==> src/pu_pkg.sv <==
// Processing unit shared definitions
package pu_pkg;

	localparam int DATA_W = 32;
	localparam int ADDR_W = 30;
	localparam int SEL_W = 4;
	localparam int GPR_CNT = 16;
	localparam int OP_W = 8;
	localparam int ST_W = 3;

	// Operation codes on pi1.
	localparam logic [1:0] MEM_NOOP = 2'b00;
	localparam logic [1:0] MEM_WRITE = 2'b01;
	localparam logic [1:0] MEM_READ = 2'b10;

	localparam logic [OP_W-1:0] OP_ADD = 8'h01;
	localparam logic [OP_W-1:0] OP_SUB = 8'h02;
	localparam logic [OP_W-1:0] OP_AND = 8'h03;
	localparam logic [OP_W-1:0] OP_OR = 8'h04;
	localparam logic [OP_W-1:0] OP_XOR = 8'h05;
	localparam logic [OP_W-1:0] OP_SLL = 8'h06;
	localparam logic [OP_W-1:0] OP_SRL = 8'h07;
	localparam logic [OP_W-1:0] OP_ADDI = 8'h10;
	localparam logic [OP_W-1:0] OP_LI = 8'h11;
	localparam logic [OP_W-1:0] OP_LD = 8'h20;
	localparam logic [OP_W-1:0] OP_ST = 8'h21;
	localparam logic [OP_W-1:0] OP_STB = 8'h22;
	localparam logic [OP_W-1:0] OP_JZ = 8'h30;
	localparam logic [OP_W-1:0] OP_MUL = 8'h40;
	localparam logic [OP_W-1:0] OP_DIVU = 8'h41;
	localparam logic [OP_W-1:0] OP_REMU = 8'h42;
	localparam logic [OP_W-1:0] OP_GETSYS = 8'h50;
	localparam logic [OP_W-1:0] OP_EI = 8'h51;
	localparam logic [OP_W-1:0] OP_IRET = 8'h52;
	localparam logic [OP_W-1:0] OP_HALT = 8'h53;

	// System register selectors, given in the immediate field of OP_GETSYS.
	localparam logic [15:0] SYS_ID = 16'h0000;
	localparam logic [15:0] SYS_EPC = 16'h0001;

	localparam logic [DATA_W-1:0] INTR_VECTOR = 32'h0000_0800; // Byte address.

	// Sequencer states.
	localparam logic [ST_W-1:0] ST_FETCH = 3'd0;
	localparam logic [ST_W-1:0] ST_FWAIT = 3'd1;
	localparam logic [ST_W-1:0] ST_EXEC = 3'd2;
	localparam logic [ST_W-1:0] ST_MWAIT = 3'd3;
	localparam logic [ST_W-1:0] ST_MDWAIT = 3'd4;
	localparam logic [ST_W-1:0] ST_HALT = 3'd5;

	// One instruction word, seen in register or immediate format.
	typedef union packed {
		struct packed {
			logic [7:0] opcode;
			logic [3:0] rd;
			logic [3:0] ra;
			logic [3:0] rb;
			logic [11:0] unused;
		} r;
		struct packed {
			logic [7:0] opcode;
			logic [3:0] rd;
			logic [3:0] ra;
			logic [15:0] imm;
		} i;
	} pu_instr_u;

endpackage

==> src/pu_gpr.sv <==
// General-purpose register file
module pu_gpr import pu_pkg::*; (
	input logic clk_i,
	input logic [$clog2(GPR_CNT)-1:0] ra_idx_i,
	input logic [$clog2(GPR_CNT)-1:0] rb_idx_i,
	input logic [$clog2(GPR_CNT)-1:0] rd_idx_i,
	input logic we_i,
	input logic [DATA_W-1:0] wdata_i,
	output logic [DATA_W-1:0] ra_data_o,
	output logic [DATA_W-1:0] rb_data_o,
	output logic [DATA_W-1:0] rd_data_o
);

	logic [DATA_W-1:0] regs_q [GPR_CNT];

	// The destination index also addresses the write port.
	always_ff @(posedge clk_i) begin
		if (we_i) begin
			regs_q[rd_idx_i] <= wdata_i;
		end
	end

	assign ra_data_o = regs_q[ra_idx_i];
	assign rb_data_o = regs_q[rb_idx_i];
	assign rd_data_o = regs_q[rd_idx_i]; // Store data.

endmodule

==> src/pu_alu.sv <==
// Arithmetic and logic unit
module pu_alu import pu_pkg::*; (
	input logic [OP_W-1:0] op_i,
	input logic [DATA_W-1:0] a_i,
	input logic [DATA_W-1:0] b_i,
	output logic [DATA_W-1:0] result_o,
	output logic zero_o
);

	always_comb begin
		case (op_i)
			OP_ADD, OP_ADDI: begin
				result_o = a_i + b_i;
			end
			OP_SUB: begin
				result_o = a_i - b_i;
			end
			OP_AND: begin
				result_o = a_i & b_i;
			end
			OP_OR: begin
				result_o = a_i | b_i;
			end
			OP_XOR: begin
				result_o = a_i ^ b_i;
			end
			OP_SLL: begin
				result_o = a_i << b_i[4:0];
			end
			OP_SRL: begin
				result_o = a_i >> b_i[4:0];
			end
			OP_LI: begin
				result_o = b_i; // The immediate arrives already extended.
			end
			default: begin
				result_o = '0;
			end
		endcase
	end

	// Branch condition for OP_JZ.
	assign zero_o = (a_i == '0);

endmodule

==> src/pu_muldiv.sv <==
// Iterative multiply and divide unit
module pu_muldiv import pu_pkg::*; (
	input logic clk_i,
	input logic reset_i,
	input logic start_i,
	input logic [OP_W-1:0] op_i,
	input logic [DATA_W-1:0] a_i,
	input logic [DATA_W-1:0] b_i,
	output logic done_o,
	output logic [DATA_W-1:0] result_o
);

	logic busy_q;
	logic [4:0] step_q;
	logic [OP_W-1:0] op_q;
	logic [DATA_W-1:0] hi_q;
	logic [DATA_W-1:0] lo_q;
	logic [DATA_W-1:0] b_q;
	logic [DATA_W:0] rem_sh;
	logic [DATA_W:0] rem_diff;
	logic rem_ge;

	// One restoring division step on the partial remainder.
	assign rem_sh = {hi_q, lo_q[DATA_W-1]};
	assign rem_diff = rem_sh - {1'b0, b_q};
	assign rem_ge = (rem_sh >= {1'b0, b_q});

	always_ff @(posedge clk_i) begin
		done_o <= 1'b0;
		if (reset_i) begin
			busy_q <= 1'b0;
			step_q <= '0;
		end else if (start_i) begin
			busy_q <= 1'b1;
			step_q <= '0;
		end else if (busy_q) begin
			step_q <= step_q + 1'b1;
			if (&step_q) begin
				busy_q <= 1'b0;
				done_o <= 1'b1; // Lands 33 cycles after the start pulse.
			end
		end
	end

	// For a multiply hi_q accumulates, lo_q is the multiplier and b_q the shifted multiplicand.
	// For a divide hi_q is the remainder, lo_q turns from dividend into quotient.
	always_ff @(posedge clk_i) begin
		if (start_i) begin
			op_q <= op_i;
			hi_q <= '0;
			lo_q <= (op_i == OP_MUL) ? b_i : a_i;
			b_q <= (op_i == OP_MUL) ? a_i : b_i;
		end else if (busy_q) begin
			if (op_q == OP_MUL) begin
				if (lo_q[0]) begin
					hi_q <= hi_q + b_q;
				end
				lo_q <= lo_q >> 1;
				b_q <= b_q << 1;
			end else begin
				hi_q <= rem_ge ? rem_diff[DATA_W-1:0] : rem_sh[DATA_W-1:0];
				lo_q <= {lo_q[DATA_W-2:0], rem_ge};
			end
		end
	end

	assign result_o = (op_q == OP_DIVU) ? lo_q : hi_q;

endmodule

==> src/pu_memctrl.sv <==
// Memory controller for the pi1 port
module pu_memctrl import pu_pkg::*; (
	input logic clk_i,
	input logic reset_i,
	input logic req_i,
	input logic we_i,
	input logic [ADDR_W-1:0] addr_i,
	input logic [DATA_W-1:0] wdata_i,
	input logic [SEL_W-1:0] sel_i,
	output logic done_o,
	output logic [DATA_W-1:0] rdata_o,
	output logic [1:0] pi1_op_o,
	output logic [ADDR_W-1:0] pi1_addr_o,
	output logic [DATA_W-1:0] pi1_data_o,
	input logic [DATA_W-1:0] pi1_data_i,
	output logic [SEL_W-1:0] pi1_sel_o,
	input logic pi1_rdy_i
);

	logic idle;
	logic complete;

	assign idle = (pi1_op_o == MEM_NOOP);
	assign complete = !idle && pi1_rdy_i;

	// A request is only taken while the port is idle, which also forces
	// one idle cycle after every completion.
	always_ff @(posedge clk_i) begin
		done_o <= 1'b0;
		if (reset_i) begin
			pi1_op_o <= MEM_NOOP;
		end else if (complete) begin
			pi1_op_o <= MEM_NOOP;
			done_o <= 1'b1;
		end else if (idle && req_i) begin
			pi1_op_o <= we_i ? MEM_WRITE : MEM_READ;
		end
	end

	// Request fields stay put until the request completes.
	always_ff @(posedge clk_i) begin
		if (idle && req_i) begin
			pi1_addr_o <= addr_i;
			pi1_data_o <= wdata_i;
			pi1_sel_o <= we_i ? sel_i : '1; // Reads take the whole word.
		end
	end

	always_ff @(posedge clk_i) begin
		if (complete) begin
			rdata_o <= pi1_data_i;
		end
	end

endmodule

==> src/pu_sequencer.sv <==
// Instruction sequencer
module pu_sequencer import pu_pkg::*; (
	input logic clk_i,
	input logic reset_i,
	input logic [DATA_W-2:0] rstaddr_i,
	input logic [DATA_W-1:0] id_i,
	input logic intrqst_i,
	output logic intrdy_o,
	output logic halted_o,
	output logic mem_req_o,
	output logic mem_we_o,
	output logic [ADDR_W-1:0] mem_addr_o,
	output logic [DATA_W-1:0] mem_wdata_o,
	output logic [SEL_W-1:0] mem_sel_o,
	input logic mem_done_i,
	input logic [DATA_W-1:0] mem_rdata_i,
	output logic [$clog2(GPR_CNT)-1:0] gpr_ra_idx_o,
	output logic [$clog2(GPR_CNT)-1:0] gpr_rb_idx_o,
	output logic [$clog2(GPR_CNT)-1:0] gpr_rd_idx_o,
	output logic gpr_we_o,
	output logic [DATA_W-1:0] gpr_wdata_o,
	input logic [DATA_W-1:0] gpr_ra_data_i,
	input logic [DATA_W-1:0] gpr_rb_data_i,
	input logic [DATA_W-1:0] gpr_rd_data_i,
	output logic [OP_W-1:0] alu_op_o,
	output logic [DATA_W-1:0] alu_a_o,
	output logic [DATA_W-1:0] alu_b_o,
	input logic [DATA_W-1:0] alu_result_i,
	input logic alu_zero_i,
	output logic md_start_o,
	output logic [OP_W-1:0] md_op_o,
	input logic md_done_i,
	input logic [DATA_W-1:0] md_result_i
);

	logic [ST_W-1:0] state_q;
	logic [ADDR_W-1:0] pc_q; // Word address of the next instruction.
	logic [DATA_W-1:0] epc_q;
	logic int_en_q;
	pu_instr_u ir_q;
	logic [OP_W-1:0] opcode;
	logic [DATA_W-1:0] imm_sext;
	logic is_mem;
	logic is_imm;
	logic is_alu;
	logic is_md;
	logic irq_take;

	assign opcode = ir_q.r.opcode;
	assign imm_sext = {{16{ir_q.i.imm[15]}}, ir_q.i.imm};
	assign is_mem = opcode inside {OP_LD, OP_ST, OP_STB};
	assign is_imm = is_mem || opcode inside {OP_ADDI, OP_LI};
	assign is_alu = opcode inside {OP_ADD, OP_SUB, OP_AND, OP_OR, OP_XOR, OP_SLL, OP_SRL,
		OP_ADDI, OP_LI};
	assign is_md = opcode inside {OP_MUL, OP_DIVU, OP_REMU};

	// Interrupts are only taken before a fetch or while halted.
	assign irq_take = intrqst_i && int_en_q;
	assign intrdy_o = int_en_q;
	assign halted_o = (state_q == ST_HALT);

	assign gpr_ra_idx_o = ir_q.r.ra;
	assign gpr_rb_idx_o = ir_q.r.rb;
	assign gpr_rd_idx_o = ir_q.r.rd;

	// Loads and stores borrow the adder to form ra plus imm.
	assign alu_op_o = is_mem ? OP_ADDI : opcode;
	assign alu_a_o = gpr_ra_data_i;
	assign alu_b_o = is_imm ? imm_sext : gpr_rb_data_i;

	assign md_op_o = opcode;
	assign md_start_o = (state_q == ST_EXEC) && is_md;

	always_comb begin
		mem_req_o = 1'b0;
		mem_we_o = 1'b0;
		mem_addr_o = pc_q;
		mem_wdata_o = gpr_rd_data_i;
		mem_sel_o = '1;
		if (state_q == ST_FETCH) begin
			mem_req_o = !irq_take;
		end else if (state_q == ST_EXEC && is_mem) begin
			mem_req_o = 1'b1;
			mem_we_o = (opcode != OP_LD);
			mem_addr_o = alu_result_i[DATA_W-1:2];
			if (opcode == OP_STB) begin
				mem_wdata_o = {SEL_W{gpr_rd_data_i[7:0]}};
				mem_sel_o = SEL_W'(1) << alu_result_i[1:0]; // One lane per byte.
			end
		end
	end

	always_comb begin
		gpr_we_o = 1'b0;
		gpr_wdata_o = alu_result_i;
		case (state_q)
			ST_EXEC: begin
				gpr_we_o = is_alu || opcode == OP_GETSYS;
				if (opcode == OP_GETSYS) begin
					gpr_wdata_o = (ir_q.i.imm == SYS_EPC) ? epc_q : id_i;
				end
			end
			ST_MWAIT: begin
				gpr_we_o = mem_done_i && opcode == OP_LD;
				gpr_wdata_o = mem_rdata_i;
			end
			ST_MDWAIT: begin
				gpr_we_o = md_done_i;
				gpr_wdata_o = md_result_i;
			end
			default: begin
				gpr_we_o = 1'b0;
			end
		endcase
	end

	always_ff @(posedge clk_i) begin
		if (reset_i) begin
			state_q <= ST_FETCH;
			pc_q <= rstaddr_i[ADDR_W-1:0];
			int_en_q <= 1'b0;
		end else begin
			case (state_q)
				ST_FETCH: begin
					if (irq_take) begin
						pc_q <= INTR_VECTOR[DATA_W-1:2];
						int_en_q <= 1'b0;
					end else begin
						pc_q <= pc_q + 1'b1;
						state_q <= ST_FWAIT;
					end
				end
				ST_FWAIT: begin
					if (mem_done_i) begin
						state_q <= ST_EXEC;
					end
				end
				ST_EXEC: begin
					state_q <= ST_FETCH;
					if (is_mem) begin
						state_q <= ST_MWAIT;
					end else if (is_md) begin
						state_q <= ST_MDWAIT;
					end else if (opcode == OP_JZ && alu_zero_i) begin
						pc_q <= pc_q + imm_sext[ADDR_W-1:0];
					end else if (opcode == OP_EI) begin
						int_en_q <= 1'b1;
					end else if (opcode == OP_IRET) begin
						pc_q <= epc_q[DATA_W-1:2];
						int_en_q <= 1'b1;
					end else if (opcode == OP_HALT) begin
						state_q <= ST_HALT;
					end
				end
				ST_MWAIT: begin
					if (mem_done_i) begin
						state_q <= ST_FETCH;
					end
				end
				ST_MDWAIT: begin
					if (md_done_i) begin
						state_q <= ST_FETCH;
					end
				end
				ST_HALT: begin
					if (irq_take) begin
						pc_q <= INTR_VECTOR[DATA_W-1:2];
						int_en_q <= 1'b0;
						state_q <= ST_FETCH;
					end
				end
				default: begin
					state_q <= ST_FETCH;
				end
			endcase
		end
	end

	// EPC keeps the byte address of the instruction that was about to run.
	always_ff @(posedge clk_i) begin
		if (irq_take && (state_q == ST_FETCH || state_q == ST_HALT)) begin
			epc_q <= {pc_q, 2'b00};
		end
		if (state_q == ST_FWAIT && mem_done_i) begin
			ir_q <= mem_rdata_i;
		end
	end

endmodule

==> src/pu.sv <==
// Processing unit top level
module pu import pu_pkg::*; (
	input logic clk_i,
	input logic reset_i,
	output logic [1:0] pi1_op_o,
	output logic [ADDR_W-1:0] pi1_addr_o,
	output logic [DATA_W-1:0] pi1_data_o,
	input logic [DATA_W-1:0] pi1_data_i,
	output logic [SEL_W-1:0] pi1_sel_o,
	input logic pi1_rdy_i,
	input logic intrqst_i,
	output logic intrdy_o,
	output logic halted_o,
	input logic [DATA_W-2:0] rstaddr_i,
	input logic [DATA_W-1:0] id_i
);

	logic mem_req;
	logic mem_we;
	logic [ADDR_W-1:0] mem_addr;
	logic [DATA_W-1:0] mem_wdata;
	logic [SEL_W-1:0] mem_sel;
	logic mem_done;
	logic [DATA_W-1:0] mem_rdata;
	logic [$clog2(GPR_CNT)-1:0] gpr_ra_idx;
	logic [$clog2(GPR_CNT)-1:0] gpr_rb_idx;
	logic [$clog2(GPR_CNT)-1:0] gpr_rd_idx;
	logic gpr_we;
	logic [DATA_W-1:0] gpr_wdata;
	logic [DATA_W-1:0] gpr_ra_data;
	logic [DATA_W-1:0] gpr_rb_data;
	logic [DATA_W-1:0] gpr_rd_data;
	logic [OP_W-1:0] alu_op;
	logic [DATA_W-1:0] alu_a;
	logic [DATA_W-1:0] alu_b;
	logic [DATA_W-1:0] alu_result;
	logic alu_zero;
	logic md_start;
	logic [OP_W-1:0] md_op;
	logic md_done;
	logic [DATA_W-1:0] md_result;

	pu_sequencer u_sequencer (
		.clk_i(clk_i),
		.reset_i(reset_i),
		.rstaddr_i(rstaddr_i),
		.id_i(id_i),
		.intrqst_i(intrqst_i),
		.intrdy_o(intrdy_o),
		.halted_o(halted_o),
		.mem_req_o(mem_req),
		.mem_we_o(mem_we),
		.mem_addr_o(mem_addr),
		.mem_wdata_o(mem_wdata),
		.mem_sel_o(mem_sel),
		.mem_done_i(mem_done),
		.mem_rdata_i(mem_rdata),
		.gpr_ra_idx_o(gpr_ra_idx),
		.gpr_rb_idx_o(gpr_rb_idx),
		.gpr_rd_idx_o(gpr_rd_idx),
		.gpr_we_o(gpr_we),
		.gpr_wdata_o(gpr_wdata),
		.gpr_ra_data_i(gpr_ra_data),
		.gpr_rb_data_i(gpr_rb_data),
		.gpr_rd_data_i(gpr_rd_data),
		.alu_op_o(alu_op),
		.alu_a_o(alu_a),
		.alu_b_o(alu_b),
		.alu_result_i(alu_result),
		.alu_zero_i(alu_zero),
		.md_start_o(md_start),
		.md_op_o(md_op),
		.md_done_i(md_done),
		.md_result_i(md_result)
	);

	pu_memctrl u_memctrl (
		.clk_i(clk_i),
		.reset_i(reset_i),
		.req_i(mem_req),
		.we_i(mem_we),
		.addr_i(mem_addr),
		.wdata_i(mem_wdata),
		.sel_i(mem_sel),
		.done_o(mem_done),
		.rdata_o(mem_rdata),
		.pi1_op_o(pi1_op_o),
		.pi1_addr_o(pi1_addr_o),
		.pi1_data_o(pi1_data_o),
		.pi1_data_i(pi1_data_i),
		.pi1_sel_o(pi1_sel_o),
		.pi1_rdy_i(pi1_rdy_i)
	);

	pu_gpr u_gpr (
		.clk_i(clk_i),
		.ra_idx_i(gpr_ra_idx),
		.rb_idx_i(gpr_rb_idx),
		.rd_idx_i(gpr_rd_idx),
		.we_i(gpr_we),
		.wdata_i(gpr_wdata),
		.ra_data_o(gpr_ra_data),
		.rb_data_o(gpr_rb_data),
		.rd_data_o(gpr_rd_data)
	);

	pu_alu u_alu (
		.op_i(alu_op),
		.a_i(alu_a),
		.b_i(alu_b),
		.result_o(alu_result),
		.zero_o(alu_zero)
	);

	// Operands come straight from the ra and rb read ports.
	pu_muldiv u_muldiv (
		.clk_i(clk_i),
		.reset_i(reset_i),
		.start_i(md_start),
		.op_i(md_op),
		.a_i(gpr_ra_data),
		.b_i(gpr_rb_data),
		.done_o(md_done),
		.result_o(md_result)
	);

endmodule

==> config.mk <==
export PLATFORM = sky130hd
export DESIGN_NAME = pu
export DESIGN_NICKNAME = d
export VERILOG_FILES = /design/src/pu_pkg.sv /design/src/pu_gpr.sv /design/src/pu_alu.sv /design/src/pu_muldiv.sv /design/src/pu_memctrl.sv /design/src/pu_sequencer.sv /design/src/pu.sv
export SDC_FILE = /design/constraint.sdc
export NUM_CORES = 2
export LEC_CHECK = 0
export CAP_MARGIN = 20
export CORE_MARGIN = 5
export CORE_UTILIZATION = 55
export CTS_CLUSTER_SIZE = 12
export DETAILED_ROUTE_END_ITERATION = 7
export DONT_BUFFER_PORTS = 1
export GPL_ROUTABILITY_DRIVEN = 1
export PLACE_DENSITY = 0.72
export SLEW_MARGIN = 0
export SYNTH_ARGS = -nofsm -noshare
export SYNTH_HDL_FRONTEND = slang
export SYNTH_HIERARCHICAL = 1
export SYNTH_SLANG_ARGS = --single-unit
==> constraint.sdc <==
create_clock -name clk_i -period 14.7 [get_ports clk_i]
set_input_delay 2.205 -clock clk_i [delete_from_list [all_inputs] [get_ports clk_i]]
set_output_delay 2.205 -clock clk_i [all_outputs]
set_load 0.02 [all_outputs]
Yosys cells after proc, flatten, opt, wreduce, memory -nomap -nowiden
Memory sizes are Yosys's and may differ from the RTL's. A register that Yosys moved wholly into a read port is not among the register bits.
Cells that the tools add are included.
W data, S select, Z words.
{"block": "totals", "in_bits": 99, "wordCells": 195, "ff_bits": 308, "mem_bits_rw": 512, "n_memories": 1, "out_inout_bits": 70}
{"block": "classes", "n_reduce_logical": 37, "n_mux": 67, "n_addsub": 7, "eq_ne": 54, "order_cmp": 1, "shifts": 3, "bitwise": 7}
{"memory": "u_gpr.regs_q", "words": 16, "word_bits": 32, "rd": 3, "rd_ports_with_merged_regs": 3, "write_ports": 1, "line": "pu_gpr.sv:14", "text": "logic [DATA_W-1:0] regs_q [GPR_CNT];"}
{"cell": "$mux W32", "n": 18}
{"cell": "$mux W30", "n": 10}
{"cell": "$pmux W32 S8", "n": 1}
{"cell": "$pmux W32 S3", "n": 1}
{"cell": "$pmux W30 S3", "n": 1}
{"cell": "$eq A8 B7 Y1 const B", "n": 9}
{"cell": "$add A32 B32 Y32", "n": 2}
{"cell": "$eq A8 B3 Y1 const B", "n": 8}
{"cell": "$sub A32 B32 Y32", "n": 2}
{"cell": "$ge A33 B32 Y1", "n": 1}
{"cell": "$mux W3", "n": 11}
{"cell": "$and A32 B32 Y32", "n": 1}
{"cell": "$eq A8 B2 Y1 const B", "n": 4}
{"cell": "$eq A8 B5 Y1 const B", "n": 4}
{"cell": "$eq A8 B6 Y1 const B", "n": 4}
{"cell": "$logic_not A32 Y1", "n": 1}
{"cell": "$or A32 B32 Y32", "n": 1}
{"cell": "$shl A32 B5 Y32", "n": 1}
{"cell": "$shr A32 B5 Y32", "n": 1}
{"cell": "$xor A32 B32 Y32", "n": 1}
{"cell": "$add A30 B1 Y30 const B", "n": 1}
{"cell": "$add A30 B30 Y30", "n": 1}
{"cell": "$pmux W3 S6", "n": 1}
{"cell": "$mux W1", "n": 17}
{"cell": "other kinds (34)", "n": 74}

Longest topological paths before layout
{"block": "logic_depth", "word_depth": 8, "mapped_depth": 29}

Hierarchy
Netlist, hierarchy kept.
{"mod": "pu_gpr", "area_per_inst_um2": 26604.3, "cells_per_inst": 1350, "n_inst": 1}
{"mod": "pu_muldiv", "area_per_inst_um2": 9615.5, "cells_per_inst": 1221, "n_inst": 1}
{"mod": "pu_sequencer", "area_per_inst_um2": 8559.5, "cells_per_inst": 1021, "n_inst": 1}
{"mod": "pu_alu", "area_per_inst_um2": 8152.8, "cells_per_inst": 1122, "n_inst": 1}
{"mod": "pu_memctrl", "area_per_inst_um2": 3094.2, "cells_per_inst": 114, "n_inst": 1}

Least setup slack after synthesis
No wires, ideal clock.
{"block": "synth_path", "kind": "input to register", "startpoint": "input intrqst_i", "endpoint": "register u_memctrl.pi1_addr_o[0], enable pin", "stages": 4, "path_buffers": 0, "t_arrival_ns": 7.368, "path_slack_ns": 6.747, "cell_sequence": "nand2_1 -> o21ai_0 -> a21oi_1 -> nor3b_1"}
{"block": "synth_via", "elab_chain_cells": 4}
{"element": "start: declaration", "line": "pu.sv:11", "text": "input logic intrqst_i,"}
{"element": "$logic_and A1 B1 Y1", "line": "pu_sequencer.sv:58", "text": "assign irq_take = intrqst_i && int_en_q;"}
{"element": "$logic_not A1 Y1", "line": "pu_sequencer.sv:81", "text": "mem_req_o = !irq_take;"}
{"element": "$mux W1", "line": "pu_sequencer.sv:80", "text": "if (state_q == ST_FETCH) begin"}
{"element": "net mem_req", "line": "pu.sv:18", "text": "logic mem_req;"}
{"element": "$logic_and A1 B1 Y1", "line": "pu_memctrl.sv:42", "text": "if (idle && req_i) begin"}
{"element": "end signal: assignment", "line": "pu_memctrl.sv:43", "text": "pi1_addr_o <= addr_i;"}
{"element": "end: declaration", "line": "pu_memctrl.sv:13", "text": "output logic [ADDR_W-1:0] pi1_addr_o,"}
The timed path passes the listed nets, and every way through them passes these cells.
A chain may end at the register's enable or synchronous reset.

Worst setup path in the final report
{"block": "layout_path", "startpoint": "register u_sequencer/ir_q[12] (netlist name)", "endpoint": "memory u_gpr.regs_q[8][21], data pin"}
{"block": "layout_via", "elab_chain_cells": 5, "word_cells_on_any_way": 8}
{"element": "start: declaration", "line": "pu_sequencer.sv:40", "text": "pu_instr_u ir_q;"}
{"element": "start signal: assignment", "line": "pu_sequencer.sv:185", "text": "ir_q <= mem_rdata_i;"}
{"element": "$mux W32 *", "line": "pu_sequencer.sv:69", "text": "assign alu_b_o = is_imm ? imm_sext : gpr_rb_data_i;"}
{"element": "$sub A32 B32 Y32 / $add A32 B32 Y32 (equally long branches)", "line": "pu_alu.sv:16, pu_alu.sv:13"}
{"element": "$pmux W32 S8 *", "line": "pu_alu.sv:11", "text": "case (op_i)"}
{"element": "net alu_result[21]", "line": "pu.sv:36", "text": "logic [DATA_W-1:0] alu_result;"}
{"element": "$mux W32", "line": "pu_sequencer.sv:99", "text": "if (opcode == OP_GETSYS) begin"}
{"element": "$pmux W32 S3 *", "line": "pu_sequencer.sv:96", "text": "case (state_q)"}
{"element": "net gpr_wdata[21]", "line": "pu.sv:29", "text": "logic [DATA_W-1:0] gpr_wdata;"}
{"element": "end: declaration", "line": "pu_gpr.sv:14"}
The timed path passes the listed nets; every way through them passes the cells marked *.

==> run_results.csv <==
group,metric,value,unit
global_routing,grt_max_degree,66,
layout,syn_to_final_growth,6.58,%
power_and_ir_drop,power,5400,uW
drt,drt-total-wl,205,mm
synthesis,synth.distinct_cells,118,
synthesis,ys.flop_type,"edfxtp_1",
synthesis,synth_mux_area_share,20.5,%
drt,vias,44900,
power_and_ir_drop,p_sw_share,25.9,%
synthesis,synth-compound-area-share,14.2,%
layout,nFillCells,8008,
synthesis,synth_warnings,6,
worst_setup_path,critical_path.cell_chain,"buf_4 > mux4_2 > a22oi_1 > nand2_1 > mux2_4 > inv_1 > ha_1 > nor2b_1 > a21o_1 > xnor2_1 > ha_1 > a21o_1 > a31oi_1 > a21oi_1 > o21ai_1 > o21ai_0 > a311o_1 > xnor2_1 > o21ai_1 > nand2_1 > o211ai_1",
layout,layout-drive-gt1-share,17.7,%
power_and_ir_drop,worst_ir_drop_vdd,0.000165,V
synthesis,synth_edf_count,774,
synthesis,syn_area,56000,um^2
drt,drtPass1Iterations,8,
power_and_ir_drop,power_per_cell_area,90.4,nW/um^2
place,pre_cts_ws,6280,ps
sta,slew_violations,0,
cts,clk_pin_slew,70,ps
synthesis,synth-xor-area-share,2.48,%
worst_setup_path,cpPeakStageDelay,780,ps
drt,drc_errors,7,
place,routabilityCongestion,1.06,
worst_setup_path,crit_path_end,"u_gpr/regs_q[8][21]",
worst_setup_path,crit_fanout,51,
global_routing,antenna_found_initial,20,
layout,final_core_util,58.9,%
synthesis,synthCells,4828,
global_routing,grt_usage,36.9,%
power_and_ir_drop,pwr-share-clk,39.5,%
drt,antenna_left,0,
cts,htreeDepth,3,
outcome,violations,"design-rule violations",
sta,slew_headroom,22.8,%
synthesis,synth_nets,5123,
worst_setup_path,cp.arrival,9020,ps
synthesis,async_flop_share,0,%
synthesis,synthSimpleGateAreaFrac,10.7,%
die,core_area,101000,um^2
place,portBuffers,0,
worst_hold_path,hold_path.class,"register to register",
power_and_ir_drop,comb_power_share,10.9,%
worst_setup_path,endpoint_kind,"register",
sta,rsz0062_at_grt,"false",
die,die_h,329,um
sta,fin_ws,6000,ps
cts,cts_made_buffers,90,
worst_setup_path,path_class,"register to register",
layout,layout_common_cells,"774 x edfxtp_1, 648 x nand2_1, 438 x mux4_2",
place,dp_hpwl,140,mm
synthesis,synth_fa_ha_area_share,4.43,%
sta,finalCritPeriodShare,59.2,%
worst_setup_path,critPathSlowestCell,"buf_4",
worst_setup_path,r2r_slack,6000,ps
sta,setup_tns,0,ps
cts,cts_tree,"done",
power_and_ir_drop,power.net_switching,1400,uW
sta,max_freq,0.115,GHz
cts,insertion_delay,680,ps
die,io_pins,169,
worst_setup_path,start_kind,"register",
synthesis,seq_area_frac_synth,43.1,%
cts,cts-root-buf,"clkbuf_16",
die,initial_utilization,55.2,%
worst_setup_path,crit_start,"u_sequencer/ir_q[12]",
global_routing,grt_pass1_wl,292,mm
place,dp.cells,5915,
synthesis,synth_top_family_by_area,"multiplexers",
cts,hold_buffers,0,
outcome,status,"finished, violations left",
layout,final_common_cell,"edfxtp_1",
sta,tightest_slew,1160,ps
cts,cts_max_path_buffers,3,
drt,wl_per_cell,33.7,um
worst_setup_path,r2r_end,"u_gpr/regs_q[8][21]",
drt,initialDrtViolationCount,7475,
die,rows,117,
worst_setup_path,regToRegStartpoint,"u_sequencer/ir_q[12]",
layout,layout.nets,4938,
sta,clock-skew-final,30.7,ps
worst_setup_path,required,15020,ps
synthesis,ys_ff_latch,820,
flow_run,maxCapViolations,0,
global_routing,grt_pass1_vias,42600,
die,dieWidth,329,um
power_and_ir_drop,seqPwrFrac,49.6,%
drt,drt-vias-per-instance,7.38,
sta,finalSetupViolations,0,
sta,hold_violations,0,
die,dieArea,108000,um^2
worst_setup_path,ff2ff_path_depth,21,
cts,cts.repair.resized,0,
global_routing,grt_overflow,0,
sta,min_period,8700,ps
synthesis,syn_avg_cell_area,11.6,um^2
power_and_ir_drop,power_leakage,0.0214,uW
cts,cts.sink_count,820,
cts,cts_setup_buffers,0,
layout,fin_cells,6087,
power_and_ir_drop,p_int,4000,uW
[routing by layer]
| metal | GRT usage [%] | wire length [um] |
|---|---|---|
| met5 | 0 | 68 |
| met2 | 53.9 | 88600 |
| met1 | 47.9 | 71200 |
| met4 | 23.4 | 16300 |
| met3 | 11.9 | 29200 |
[cell type report]
class,count,area [um^2],share of cell area [%]
inverters,152,571,0.955
clock buffers,120,2400,4.01
well taps,1368,1710,2.87
multi-input cells,3450,29600,49.5
repair buffers,129,987,1.65
clock inverters,32,289,0.484
diodes,16,40.0,0.0671
flip-flops and latches,820,24200,40.5
[power groups by stage]
stage | clock network (uW) | logic (uW) | registers [uW]
finish | 2130 | 590 | 2680
global route | 2250 | 629 | 2680
CTS | 2150 | 569 | 2670
detailed placement | 0 | 565 | 2720
global placement | 0 | 560 | 2720
floorplan | 0 | 418 | 2700
[stage by stage]
| stage | hold slack, ps | cell area [um^2] |
|---|---|---|
| CTS | 450 | 59600 |
| global route | 459 | 59700 |
| finish | 452 | 59700 |
| floorplan | 425 | 56000 |
| global placement | 429 | 56900 |
| detailed placement | 436 | 56900 |
[worst max-delay path: cells and delay by family, from the launching register on]
kind / cells / cell delay (ps)
multiplexers: 2 / 1240
AND/OR/NAND/NOR: 3 / 880
AO/OA/AOI/OAI: 10 / 3610
buffers and inverters: 2 / 1110
XOR/XNOR: 2 / 350
adder cells (fa/ha/maj): 2 / 560
flip-flops: 1 / 530
[kinds of logic after synthesis]
group / count (synthesis)
adder cells (fa/ha/maj): 196
flip-flops: 820
multiplexers: 591
XOR/XNOR: 158
AO/OA/AOI/OAI: 1165
buffers and inverters: 558
AND/OR/NAND/NOR: 1340
[worst min path at each step]
stage                         startpoint             endpoint  slack, ps  depth (start not counted)
floorplan           u_memctrl/rdata_o[0]  u_sequencer/ir_q[0]        430                          0
global placement    u_memctrl/rdata_o[7]  u_sequencer/ir_q[7]        430                          0
detailed placement  u_memctrl/rdata_o[5]  u_sequencer/ir_q[5]        440                          0
CTS                 u_memctrl/rdata_o[5]  u_sequencer/ir_q[5]        450                          0
global route        u_memctrl/rdata_o[1]  u_sequencer/ir_q[1]        460                          0
finish              u_memctrl/rdata_o[5]  u_sequencer/ir_q[5]        450                          0
[registers in the layout, summed over array words and instances, names as in the netlist]
| name | flops |
|---|---|
| u_gpr/regs_q | 512 |
| u_memctrl/pi1_data_o | 32 |
| u_memctrl/rdata_o | 32 |
| u_muldiv/b_q | 32 |
| u_muldiv/hi_q | 32 |
| u_muldiv/lo_q | 32 |
| u_sequencer/ir_q | 32 |
| u_memctrl/pi1_addr_o | 30 |
| u_sequencer/epc_q | 30 |
| u_sequencer/pc_q | 30 |
| u_muldiv/op_q | 8 |
| u_muldiv/step_q | 5 |
| u_memctrl/pi1_sel_o | 4 |
| u_sequencer/state_q | 3 |
| u_memctrl/pi1_op_o | 2 |
| u_memctrl/done_o | 1 |
| u_muldiv/busy_q | 1 |
| u_muldiv/done_o | 1 |
| u_sequencer/intrdy_o | 1 |
[synth_stat cells, types with 46 or more instances]
| master | n | area share, % |
|---|---|---|
| and3_1 | 56 | 0.63 |
| nor3_1 | 67 | 0.60 |
| mux4_2 | 438 | 18 |
| o211ai_1 | 47 | 0.63 |
| clkbuf_1 | 226 | 1.5 |
| xor2_1 | 53 | 0.83 |
| inv_1 | 148 | 0.99 |
| nand2_1 | 649 | 4.3 |
| nand3_1 | 63 | 0.56 |
| ha_1 | 192 | 4.3 |
| o21ai_0 | 143 | 1.3 |
| dfxtp_1 | 46 | 1.6 |
| mux2_2 | 50 | 1.0 |
| buf_4 | 67 | 0.90 |
| edfxtp_1 | 774 | 41 |
| a21o_1 | 61 | 0.82 |
| a21oi_1 | 241 | 2.2 |
| mux2i_1 | 100 | 1.8 |
| xnor2_1 | 104 | 1.6 |
| nor2_1 | 318 | 2.1 |
| a31oi_1 | 91 | 1.0 |
| a22oi_1 | 241 | 3.2 |
| buf_2 | 73 | 0.65 |
Power figures use the tool's default switching activity.
